<file path="src/lcm_pkg.sv">
// Widths and word addresses of the LCM accelerator
// FSM state enums for the vector and scalar engines
// Packed structs passed between register block and engine
package lcm_pkg;

  ////////////////////
  // Widths
  localparam int OP_W    = 16;
  localparam int RES_W   = 32;
  localparam int VEC_MAX = 8;
  localparam int IDX_W   = 3;
  localparam int SIZE_W  = 4;
  localparam int WB_AW   = 8;
  localparam int WB_DW   = 32;

  ////////////////////
  // Word addresses of the register map
  localparam logic [WB_AW-1:0] ADDR_CTRL     = 8'h00;
  localparam logic [WB_AW-1:0] ADDR_STATUS   = 8'h01;
  localparam logic [WB_AW-1:0] ADDR_MODULO   = 8'h02;
  localparam logic [WB_AW-1:0] ADDR_SIZE     = 8'h03;
  localparam logic [WB_AW-1:0] ADDR_A_BASE   = 8'h10;
  localparam logic [WB_AW-1:0] ADDR_B_BASE   = 8'h20;
  localparam logic [WB_AW-1:0] ADDR_RES_BASE = 8'h30;

  ////////////////////
  // FSM states
  typedef enum logic [1:0] {VEC_IDLE, VEC_LOAD, VEC_WAIT} vec_state_e;

  typedef enum logic [2:0] {
    LCM_IDLE, LCM_GCD, LCM_DIV, LCM_MUL, LCM_MOD, LCM_DONE
  } lcm_state_e;

  ////////////////////
  // Block to block bundles
  typedef struct packed {
    logic [OP_W-1:0]   modulo;
    logic [SIZE_W-1:0] size;
  } lcm_cfg_t;

  typedef struct packed {
    logic [OP_W-1:0] a;
    logic [OP_W-1:0] b;
  } lcm_operand_t;

  typedef struct packed {
    logic             valid;
    logic [IDX_W-1:0] idx;
    logic [RES_W-1:0] value;
  } lcm_result_t;

endpackage
</file>
<file path="src/lcm_top.sv">
// Top level of the vector LCM accelerator
// Register block joined to the vector engine
`timescale 1ns/1ps

module lcm_top (
  input  logic                      CLK,
  input  logic                      RST,
  input  logic                      wb_cyc,
  input  logic                      wb_stb,
  input  logic                      wb_we,
  input  logic [lcm_pkg::WB_AW-1:0] wb_adr,
  input  logic [lcm_pkg::WB_DW-1:0] wb_dat_w,
  input  logic [3:0]                wb_sel,
  output logic                      wb_ack,
  output logic [lcm_pkg::WB_DW-1:0] wb_dat_r
);

  import lcm_pkg::*;

  // Engine links
  logic             start;
  logic             busy;
  logic             done;
  logic [IDX_W-1:0] idx;
  lcm_cfg_t         cfg;
  lcm_operand_t     op;
  lcm_result_t      res;

  lcm_regs u_regs (
    .CLK      (CLK),
    .RST      (RST),
    .wb_cyc   (wb_cyc),
    .wb_stb   (wb_stb),
    .wb_we    (wb_we),
    .wb_adr   (wb_adr),
    .wb_dat_w (wb_dat_w),
    .wb_sel   (wb_sel),
    .wb_ack   (wb_ack),
    .wb_dat_r (wb_dat_r),
    .start    (start),
    .cfg      (cfg),
    .idx      (idx),
    .op       (op),
    .res      (res),
    .busy     (busy),
    .done     (done)
  );

  vector_lcm u_vector_lcm (
    .CLK   (CLK),
    .RST   (RST),
    .start (start),
    .cfg   (cfg),
    .op    (op),
    .idx   (idx),
    .res   (res),
    .busy  (busy),
    .done  (done)
  );

endmodule

</file>
<file path="src/lcm_regs.sv">
// Wishbone classic register block
// Control, status, modulus and size registers
// Operand buffers A and B, result buffer
`timescale 1ns/1ps

module lcm_regs (
  input  logic                       CLK,
  input  logic                       RST,
  // Wishbone slave
  input  logic                       wb_cyc,
  input  logic                       wb_stb,
  input  logic                       wb_we,
  input  logic [lcm_pkg::WB_AW-1:0]  wb_adr,
  input  logic [lcm_pkg::WB_DW-1:0]  wb_dat_w,
  // Byte enables accepted, every write stores the full word
  input  logic [3:0]                 wb_sel,
  output logic                       wb_ack,
  output logic [lcm_pkg::WB_DW-1:0]  wb_dat_r,
  // Vector engine side
  output logic                       start,
  output lcm_pkg::lcm_cfg_t          cfg,
  input  logic [lcm_pkg::IDX_W-1:0]  idx,
  output lcm_pkg::lcm_operand_t      op,
  input  lcm_pkg::lcm_result_t       res,
  input  logic                       busy,
  input  logic                       done
);

  import lcm_pkg::*;

  logic              req;
  logic              wr_en;
  logic [IDX_W-1:0]  sub;
  logic              hit_a;
  logic              hit_b;
  logic              hit_r;
  logic [WB_DW-1:0]  rd_data;

  logic [OP_W-1:0]   modulo_q;
  logic [SIZE_W-1:0] size_q;
  logic              done_q;
  logic [OP_W-1:0]   a_mem   [VEC_MAX];
  logic [OP_W-1:0]   b_mem   [VEC_MAX];
  logic [RES_W-1:0]  res_mem [VEC_MAX];

  ////////////////////
  // Decode
  // New request only when no ack is pending
  assign req   = wb_cyc && wb_stb && !wb_ack;
  assign wr_en = req && wb_we;
  assign sub   = wb_adr[IDX_W-1:0];
  assign hit_a = wb_adr[WB_AW-1:IDX_W] == ADDR_A_BASE[WB_AW-1:IDX_W];
  assign hit_b = wb_adr[WB_AW-1:IDX_W] == ADDR_B_BASE[WB_AW-1:IDX_W];
  assign hit_r = wb_adr[WB_AW-1:IDX_W] == ADDR_RES_BASE[WB_AW-1:IDX_W];

  // Read mux, unmapped words read zero
  always_comb begin
    rd_data = '0;
    if (hit_a) begin
      rd_data = WB_DW'(a_mem[sub]);
    end else if (hit_b) begin
      rd_data = WB_DW'(b_mem[sub]);
    end else if (hit_r) begin
      rd_data = WB_DW'(res_mem[sub]);
    end else begin
      case (wb_adr)
        ADDR_STATUS: rd_data = WB_DW'({done_q, busy});
        ADDR_MODULO: rd_data = WB_DW'(modulo_q);
        ADDR_SIZE:   rd_data = WB_DW'(size_q);
        default:     rd_data = '0;
      endcase
    end
  end

  ////////////////////
  // Registers and buffers
  always_ff @(posedge CLK or posedge RST) begin
    if (RST) begin
      wb_ack   <= 1'b0;
      start    <= 1'b0;
      done_q   <= 1'b0;
      modulo_q <= '0;
      size_q   <= '0;
      for (int i = 0; i < VEC_MAX; i++) begin
        a_mem[i]   <= '0;
        b_mem[i]   <= '0;
        res_mem[i] <= '0;
      end
    end else begin
      wb_ack <= req;
      // Start pulse lands on the ack cycle
      start  <= wr_en && (wb_adr == ADDR_CTRL) && wb_dat_w[0] && !busy;
      // Sticky done
      if (start) begin
        done_q <= 1'b0;
      end else if (done) begin
        done_q <= 1'b1;
      end
      if (wr_en) begin
        if (hit_a) begin
          a_mem[sub] <= wb_dat_w[OP_W-1:0];
        end else if (hit_b) begin
          b_mem[sub] <= wb_dat_w[OP_W-1:0];
        end else if (wb_adr == ADDR_MODULO) begin
          modulo_q <= wb_dat_w[OP_W-1:0];
        end else if (wb_adr == ADDR_SIZE) begin
          size_q <= wb_dat_w[SIZE_W-1:0];
        end
      end
      // Engine results
      if (res.valid) begin
        res_mem[res.idx] <= res.value;
      end
    end
  end

  // Read data captured with the ack
  always_ff @(posedge CLK) begin
    if (req) begin
      wb_dat_r <= rd_data;
    end
  end

  assign cfg = '{modulo: modulo_q, size: size_q};
  assign op  = '{a: a_mem[idx], b: b_mem[idx]};

  // Run requests only reach an idle engine
  assert property (@(posedge CLK) disable iff (RST) start |-> !busy)
    else $error("lcm_regs start while the engine is busy");

endmodule

</file>
<file path="src/vector_lcm.sv">
// Vector engine stepping through the operand buffers
// Drives one scalar LCM at a time and emits one result per element
`timescale 1ns/1ps

module vector_lcm (
  input  logic                       CLK,
  input  logic                       RST,
  input  logic                       start,
  input  lcm_pkg::lcm_cfg_t          cfg,
  input  lcm_pkg::lcm_operand_t      op,
  output logic [lcm_pkg::IDX_W-1:0]  idx,
  output lcm_pkg::lcm_result_t       res,
  output logic                       busy,
  output logic                       done
);

  import lcm_pkg::*;

  vec_state_e         state;
  logic [IDX_W-1:0]   idx_q;
  logic [IDX_W-1:0]   last_idx;
  logic [SIZE_W-1:0]  eff_size;

  // Scalar engine handshake
  logic               lcm_start;
  logic               lcm_ready;
  logic [RES_W-1:0]   lcm_value;
  logic [OP_W-1:0]    a_q;
  logic [OP_W-1:0]    b_q;

  // Result fields
  logic               res_valid;
  logic [IDX_W-1:0]   res_idx;
  logic [RES_W-1:0]   res_value;

  // Size 0 runs one element, large sizes clip to the buffer
  always_comb begin
    if (cfg.size == '0) begin
      eff_size = SIZE_W'(1);
    end else if (cfg.size > SIZE_W'(VEC_MAX)) begin
      eff_size = SIZE_W'(VEC_MAX);
    end else begin
      eff_size = cfg.size;
    end
  end

  assign last_idx = IDX_W'(eff_size - SIZE_W'(1));

  ////////////////////
  // Element sequencing
  always_ff @(posedge CLK or posedge RST) begin
    if (RST) begin
      state     <= VEC_IDLE;
      idx_q     <= '0;
      lcm_start <= 1'b0;
      res_valid <= 1'b0;
      busy      <= 1'b0;
      done      <= 1'b0;
    end else begin
      lcm_start <= 1'b0;
      res_valid <= 1'b0;
      done      <= 1'b0;
      // Busy drops one cycle after the last result
      if (done) begin
        busy <= 1'b0;
      end
      case (state)
        VEC_IDLE: begin
          if (start && !busy) begin
            idx_q <= '0;
            busy  <= 1'b1;
            state <= VEC_LOAD;
          end
        end
        VEC_LOAD: begin
          lcm_start <= 1'b1;
          state     <= VEC_WAIT;
        end
        VEC_WAIT: begin
          if (lcm_ready) begin
            res_valid <= 1'b1;
            if (idx_q == last_idx) begin
              done  <= 1'b1;
              state <= VEC_IDLE;
            end else begin
              idx_q <= idx_q + IDX_W'(1);
              state <= VEC_LOAD;
            end
          end
        end
        default: state <= VEC_IDLE;
      endcase
    end
  end

  ////////////////////
  // Operand and result capture
  always_ff @(posedge CLK) begin
    if (state == VEC_LOAD) begin
      a_q <= op.a;
      b_q <= op.b;
    end
    if ((state == VEC_WAIT) && lcm_ready) begin
      res_idx   <= idx_q;
      res_value <= lcm_value;
    end
  end

  assign idx = idx_q;
  assign res = '{valid: res_valid, idx: res_idx, value: res_value};

  scalar_lcm u_scalar_lcm (
    .CLK    (CLK),
    .RST    (RST),
    .start  (lcm_start),
    .a      (a_q),
    .b      (b_q),
    .modulo (cfg.modulo),
    .ready  (lcm_ready),
    .value  (lcm_value)
  );

  // Results belong to a run
  assert property (@(posedge CLK) disable iff (RST) res.valid |-> busy)
    else $error("vector_lcm result outside a run");

endmodule

</file>
<file path="src/scalar_lcm.sv">
// LCM of one operand pair reduced by a modulus
// GCD, then restoring divide, shift-add multiply and restoring remainder
`timescale 1ns/1ps

module scalar_lcm (
  input  logic                      CLK,
  input  logic                      RST,
  input  logic                      start,
  input  logic [lcm_pkg::OP_W-1:0]  a,
  input  logic [lcm_pkg::OP_W-1:0]  b,
  input  logic [lcm_pkg::OP_W-1:0]  modulo,
  output logic                      ready,
  output logic [lcm_pkg::RES_W-1:0] value
);

  import lcm_pkg::*;

  lcm_state_e       state;
  logic [4:0]       cnt;
  logic             gcd_start;
  logic             gcd_ready;
  logic [OP_W-1:0]  gcd_value;

  // Latched operands and arithmetic registers
  logic [OP_W-1:0]  a_q;
  logic [OP_W-1:0]  b_q;
  logic [OP_W-1:0]  mod_q;
  logic [OP_W-1:0]  g_q;
  logic [OP_W-1:0]  quo;
  logic [OP_W-1:0]  rem;
  logic [RES_W-1:0] prod;

  // Shared restoring step for DIV and MOD
  logic [OP_W-1:0]  divisor;
  logic             shift_in;
  logic [OP_W:0]    rem_sh;
  logic             fits;
  logic [OP_W-1:0]  rem_next;
  logic [RES_W-1:0] prod_next;

  assign divisor  = (state == LCM_MOD) ? mod_q : g_q;
  assign shift_in = (state == LCM_MOD) ? prod[RES_W-1] : quo[OP_W-1];
  assign rem_sh   = {rem, shift_in};
  assign fits     = rem_sh >= {1'b0, divisor};
  assign rem_next = fits ? OP_W'(rem_sh - {1'b0, divisor}) : rem_sh[OP_W-1:0];

  // MSB first shift-add of quotient times b
  assign prod_next = {prod[RES_W-2:0], 1'b0} + (quo[OP_W-1] ? RES_W'(b_q) : '0);

  scalar_gcd u_gcd (
    .CLK   (CLK),
    .RST   (RST),
    .start (gcd_start),
    .a     (a_q),
    .b     (b_q),
    .ready (gcd_ready),
    .gcd   (gcd_value)
  );

  ////////////////////
  // Phase sequencing
  always_ff @(posedge CLK or posedge RST) begin
    if (RST) begin
      state     <= LCM_IDLE;
      cnt       <= '0;
      gcd_start <= 1'b0;
      ready     <= 1'b0;
    end else begin
      gcd_start <= 1'b0;
      ready     <= 1'b0;
      case (state)
        LCM_IDLE: begin
          if (start) begin
            if ((a == '0) || (b == '0)) begin
              state <= LCM_DONE;
            end else begin
              gcd_start <= 1'b1;
              state     <= LCM_GCD;
            end
          end
        end
        LCM_GCD: begin
          cnt <= '0;
          if (gcd_ready) begin
            state <= LCM_DIV;
          end
        end
        LCM_DIV: begin
          cnt <= cnt + 5'd1;
          if (cnt == 5'(OP_W - 1)) begin
            cnt   <= '0;
            state <= LCM_MUL;
          end
        end
        LCM_MUL: begin
          cnt <= cnt + 5'd1;
          if (cnt == 5'(OP_W - 1)) begin
            cnt   <= '0;
            // No reduction for a zero modulus
            state <= (mod_q == '0) ? LCM_DONE : LCM_MOD;
          end
        end
        LCM_MOD: begin
          cnt <= cnt + 5'd1;
          if (cnt == 5'(RES_W - 1)) begin
            state <= LCM_DONE;
          end
        end
        LCM_DONE: begin
          ready <= 1'b1;
          state <= LCM_IDLE;
        end
        default: state <= LCM_IDLE;
      endcase
    end
  end

  ////////////////////
  // Arithmetic
  always_ff @(posedge CLK) begin
    case (state)
      LCM_IDLE: begin
        if (start) begin
          a_q   <= a;
          b_q   <= b;
          mod_q <= modulo;
          // Zero operand result
          value <= '0;
        end
      end
      LCM_GCD: begin
        g_q <= gcd_value;
        quo <= a_q;
        rem <= '0;
      end
      LCM_DIV: begin
        rem  <= rem_next;
        quo  <= {quo[OP_W-2:0], fits};
        prod <= '0;
      end
      LCM_MUL: begin
        prod <= prod_next;
        quo  <= quo << 1;
        rem  <= '0;
        value <= prod_next;
      end
      LCM_MOD: begin
        rem   <= rem_next;
        prod  <= prod << 1;
        value <= RES_W'(rem_next);
      end
      default: ;
    endcase
  end

  // Requests only arrive between operations
  assert property (@(posedge CLK) disable iff (RST) start |-> state == LCM_IDLE)
    else $error("scalar_lcm start outside IDLE");

endmodule

</file>
<file path="src/scalar_gcd.sv">
// Iterative binary GCD of two operands
// One reduction step per cycle, ready pulses with the result
`timescale 1ns/1ps

module scalar_gcd (
  input  logic                     CLK,
  input  logic                     RST,
  input  logic                     start,
  input  logic [lcm_pkg::OP_W-1:0] a,
  input  logic [lcm_pkg::OP_W-1:0] b,
  output logic                     ready,
  output logic [lcm_pkg::OP_W-1:0] gcd
);

  import lcm_pkg::*;

  // Working pair and count of shared factors of two
  logic [OP_W-1:0] x;
  logic [OP_W-1:0] y;
  logic [3:0]      k;
  logic            busy;
  logic            launch;

  assign launch = start && !busy;

  ////////////////////
  // Control
  always_ff @(posedge CLK or posedge RST) begin
    if (RST) begin
      busy  <= 1'b0;
      ready <= 1'b0;
    end else begin
      ready <= 1'b0;
      if (launch) begin
        // Zero operand finishes at once
        busy  <= (a != '0) && (b != '0);
        ready <= (a == '0) || (b == '0);
      end else if (busy && (x == y)) begin
        busy  <= 1'b0;
        ready <= 1'b1;
      end
    end
  end

  ////////////////////
  // Datapath
  always_ff @(posedge CLK) begin
    if (launch) begin
      x   <= a;
      y   <= b;
      k   <= '0;
      // Other operand when one is zero
      gcd <= a | b;
    end else if (busy) begin
      if (x == y) begin
        // Put the common twos back
        gcd <= x << k;
      end else if (!x[0] && !y[0]) begin
        x <= x >> 1;
        y <= y >> 1;
        k <= k + 4'd1;
      end else if (!x[0]) begin
        x <= x >> 1;
      end else if (!y[0]) begin
        y <= y >> 1;
      end else if (x > y) begin
        // Both odd so the difference is even
        x <= (x - y) >> 1;
      end else begin
        y <= (y - x) >> 1;
      end
    end
  end

  // Result strobe is a single pulse per request
  assert property (@(posedge CLK) disable iff (RST) ready |=> !ready)
    else $error("scalar_gcd ready held for two cycles");

endmodule

</file>
<file path="config.mk">
export PLATFORM = sky130hd
export DESIGN_NAME = lcm_top
export DESIGN_NICKNAME = d
export VERILOG_FILES = /design/src/lcm_pkg.sv /design/src/lcm_top.sv /design/src/lcm_regs.sv /design/src/vector_lcm.sv /design/src/scalar_lcm.sv /design/src/scalar_gcd.sv
export SDC_FILE = /design/constraint.sdc
export NUM_CORES = 2
export LEC_CHECK = 0
export BUFFER_PORTS_ARGS = -buffer_cell sky130_fd_sc_hd__buf_2
export CORE_ASPECT_RATIO = 1.4
export CORE_MARGIN = 1.5
export CORE_UTILIZATION = 45
export DETAILED_ROUTE_END_ITERATION = 10
export GPL_TIMING_DRIVEN = 0
export SLEW_MARGIN = 20
export SYNTH_ARGS = -nofsm -noshare
export SYNTH_HDL_FRONTEND = slang
export SYNTH_SLANG_ARGS = --single-unit
</file>
<file path="constraint.sdc">
create_clock -name CLK -period 20 [get_ports CLK]
set_input_delay 2 -clock CLK [delete_from_list [all_inputs] [get_ports CLK]]
set_output_delay 2 -clock CLK [all_outputs]
set_load 0.01 [all_outputs]
</file>
==> results_dict.tcl <==
set metrics [dict create \
    ctsLongestPathBuffers 3 \
    drv_slew 0 \
    regToRegSetupSlack_ps 14760 \
    worstPathMaxFanout 10 \
    run_status "complete, no violations" \
    tritoncts "built" \
    cts.sink_count 867 \
    vdd.ir_drop.worst_uv 79.89 \
    rsz0062_at_grt "no" \
    slew_headroom 0.2406 \
    mappedNetlistNets 3217 \
    pre_cts_slack_ps 14450 \
    global_route_wire_length_before_repair_mm 187.5 \
    post_synthesis_async_set_or_reset_flop_share 0.6413 \
    die_w_um 265.5 \
    yosys-top-cells-count "sky130_fd_sc_hd__mux2_2 (578), sky130_fd_sc_hd__dfrtp_1 (556), sky130_fd_sc_hd__edfxtp_1 (307)" \
    route.final.wire_length_mm 125.5 \
    numCtsBuffers 87 \
    finalClockSkew_ps 26.12 \
    wire_per_inst_um 27.54 \
    rows 134 \
    dieArea_mm2 0.09840 \
    synthesis.area_mm2 0.04343 \
    routabilityCongestion 0.9166 \
    coreArea_mm2 0.09557 \
    finalHoldWorstSlack_ps 422.6 \
    path_delay_family "buffers and inverters" \
    synth_top_area_cell "sky130_fd_sc_hd__dfrtp_1" \
    worst-path-buf-inv 3 \
    max-cap-violations 0 \
    synth-main-ff-cell "sky130_fd_sc_hd__dfrtp_1" \
    design.final.nets 3382 \
    synth.most_common_cell "sky130_fd_sc_hd__mux2_2" \
    yosysSeqAreaShare 0.5345 \
    drt_pre_antenna_iters 5 \
    port_buffers 58 \
    post_drt_via_cell_ratio 6.073 \
    share_of_cells_above_drive_strength_1 0.3391 \
    num_antenna_cells 0 \
    arrival_ps 5590 \
    initialDrtViolationCount 2257 \
    worstPathRequired_ps 20350 \
    grt_start_max_net_pins 110 \
    worst_slew_pin_slew_ps 1135 \
    post_cts.resized_instances 0 \
    ioPinCount 82 \
    floorplan.initialDensity 0.4544 \
    ys_seq_elements 867 \
    cts_root_buf "sky130_fd_sc_hd__clkbuf_16" \
    cp_slowest_stage_delay_ps 620 \
    worst-setup-path-type "reg2reg" \
    critical_path.startpoint_type "flip-flop" \
    power_density_mw_per_mm2 83.83 \
    yosysTopAreaCellShare 0.3204 \
    timing.fmax_mhz 190.8 \
    first_global_vias 28820 \
    crit_path_cell_trace "clkbuf_1, nor2_1, and2_1, clkbuf_1, buf_1, nand2_1, nand2_1, ha_1, fa_1, nor2b_1, o31a_1, o21ai_0, a21oi_1, xor2_1, mux2i_1, o21ai_0" \
    final_hold_viol_count 0 \
    worst_setup_hold_path_clk_slew_ps 70 \
    via_count 27670 \
    drt_drc_violations_left 0 \
    number_of_standard_cells_after_synthesis 3094 \
    post_cts.repair.setup_buffers 0 \
    postLayoutSetupSlackWorst_ps 14760 \
    endpoint_kind "flip-flop" \
    hold_path_class "reg2reg" \
    synth-edff-count 307 \
    post_synth.cell_area_avg_um2 14.04 \
    insertion_delay_ps 680 \
    static-leakage-power_uw 0.02084 \
    grt_antenna_before_repair 4 \
    final.setup.tns_ps 0 \
    cts_max_level 3 \
    track_usage 0.2577 \
    synth.distinct_cells 88 \
    chipHeight_um 370.6 \
    timing.final.crit_period_ps 5240 \
    areaGrowthSynthToFinish_pct 11.75 \
    ant_nets 0 \
    yosys_warnings 0 \
    crit_slowest_cell "sky130_fd_sc_hd__clkbuf_1" \
    global_route.overflow_total 0 \
    postCtsHoldBufs 0 \
    detailed_place_hpwl_mm 91.19 \
    period_share 0.2620 \
    final-setup-viol-count 0 \
    post_synth_main_area_contributors "sky130_fd_sc_hd__dfrtp_1 (32%), sky130_fd_sc_hd__edfxtp_1 (21%), sky130_fd_sc_hd__mux2_2 (15%)" \
]
## placed cells by master (no fill, tap or decap), types with 10 or more instances in the layout
cell type                   instances
sky130_fd_sc_hd__nor3_1            27
sky130_fd_sc_hd__buf_4             12
sky130_fd_sc_hd__dfrtp_1          556
sky130_fd_sc_hd__nor2_1           149
sky130_fd_sc_hd__buf_2            114
sky130_fd_sc_hd__o21a_1            17
sky130_fd_sc_hd__a221oi_1          10
sky130_fd_sc_hd__nand2b_1          20
sky130_fd_sc_hd__a21o_1            21
sky130_fd_sc_hd__and2_1            27
sky130_fd_sc_hd__a211oi_1          17
sky130_fd_sc_hd__nand2_1          135
sky130_fd_sc_hd__inv_1             73
sky130_fd_sc_hd__o211ai_1          12
sky130_fd_sc_hd__mux4_2           212
sky130_fd_sc_hd__o21ai_0           99
sky130_fd_sc_hd__clkbuf_16         88
sky130_fd_sc_hd__edfxtp_1         307
sky130_fd_sc_hd__clkbuf_1         145
sky130_fd_sc_hd__buf_6             11
sky130_fd_sc_hd__nand4_1           16
sky130_fd_sc_hd__nand3_1           33
sky130_fd_sc_hd__nor4_1            25
sky130_fd_sc_hd__a31oi_1           20
sky130_fd_sc_hd__mux2i_1           88
sky130_fd_sc_hd__mux2_4            10
sky130_fd_sc_hd__mux2_2           578
sky130_fd_sc_hd__and3_1            12
sky130_fd_sc_hd__nor2b_1           19
sky130_fd_sc_hd__xnor2_1           38
sky130_fd_sc_hd__ha_1              70
sky130_fd_sc_hd__clkbuf_8          13
sky130_fd_sc_hd__or3_1             16
sky130_fd_sc_hd__a21oi_1          102
sky130_fd_sc_hd__o22ai_1           10
## cell type report
class	instances	area (µm²)
Inverter	79	304.0
Sequential cell	867	23210
Clock buffer	133	2501
Clock inverter	29	374.1
Buffer	198	908.4
Multi-Input combinational cell	1950	19070
Fill cell	8227	47040
Tap cell	1224	1531
Timing Repair Buffer	76	621.8
## routing by layer
| layer | track usage | part of all wire | vias to the layer above |
|---|---|---|---|
| met4 | 0.1116 | 0.043 | 8 |
| met5 | 0 | 0.00037 | - |
| met1 | 0.3210 | 0.40 | 14500 |
| li1 | - | - | 12070 |
| met2 | 0.4507 | 0.51 | 836 |
| met3 | 0.03213 | 0.043 | 258 |
## worst reg2reg max path, stage by stage, from the launching register on
cell                       delay [ps]
sky130_fd_sc_hd__dfrtp_1          360
sky130_fd_sc_hd__clkbuf_1         230
sky130_fd_sc_hd__nor2_1           380
sky130_fd_sc_hd__and2_1           260
sky130_fd_sc_hd__clkbuf_1         620
sky130_fd_sc_hd__buf_1            590
sky130_fd_sc_hd__nand2_1          130
sky130_fd_sc_hd__nand2_1           90
sky130_fd_sc_hd__ha_1             200
sky130_fd_sc_hd__fa_1             240
sky130_fd_sc_hd__nor2b_1           70
sky130_fd_sc_hd__o31a_1           280
sky130_fd_sc_hd__o21ai_0          470
sky130_fd_sc_hd__a21oi_1          150
sky130_fd_sc_hd__xor2_1           180
sky130_fd_sc_hd__mux2i_1          390
sky130_fd_sc_hd__o21ai_0          290
## through the flow
| step | instances | area (µm²) | utilization | total power (µW) |
|---|---|---|---|---|
| after global placement | 4376 | 45250 | 0.4735 | 2417 |
| after floorplan | 3094 | 43430 | - | 2270 |
| after CTS | 4556 | 48530 | 0.5078 | 4104 |
| after detailed placement | 4394 | 45650 | 0.4777 | 2437 |
| after global routing | 4556 | 48530 | 0.5078 | 4211 |
| final | 4556 | 48530 | 0.5078 | 4068 |
## logic make-up after synthesis
group	share of synthesized area
buffers and inverters	0.02754
AOI/OAI and AO/OA	0.05878
DFF	0.5345
muxes	0.2836
and+or+nand+nor	0.06431
adders and majority gates	0.02201
xor gates and xnor gates	0.009277
## power breakdown
group          leakage [µW]  switching, µW  internal (µW)
Clock               0.00139            719            948
Sequential           0.0105           20.7           1880
Combinational       0.00891            321            175
## registers in the layout, indices dropped and copies added (netlist names), 32 cells and up
signal and flops:
u_regs.res_mem 256, u_regs.a_mem 128, u_regs.b_mem 128, u_regs.wb_dat_r 32
u_vector_lcm.res_value 32, u_vector_lcm.u_scalar_lcm.prod 32, u_vector_lcm.u_scalar_lcm.value 32
## final timing paths
check	startpoint	endpoint	cells past startpoint
max	u_vector_lcm.u_scalar_lcm.state[0]	u_vector_lcm.u_scalar_lcm.value[12]	16
min	u_vector_lcm.u_scalar_lcm.u_gcd.gcd[0]	u_vector_lcm.u_scalar_lcm.g_q[0]	0
min in group asynchronous	RST	u_regs.res_mem[201]	2
max reg2reg	u_vector_lcm.u_scalar_lcm.state[0]	u_vector_lcm.u_scalar_lcm.value[12]	16
min reg2reg	u_vector_lcm.u_scalar_lcm.u_gcd.gcd[0]	u_vector_lcm.u_scalar_lcm.g_q[0]	0
max in group asynchronous	RST	u_regs.a_mem[7]	5
(Power assumes the default switching activity.)
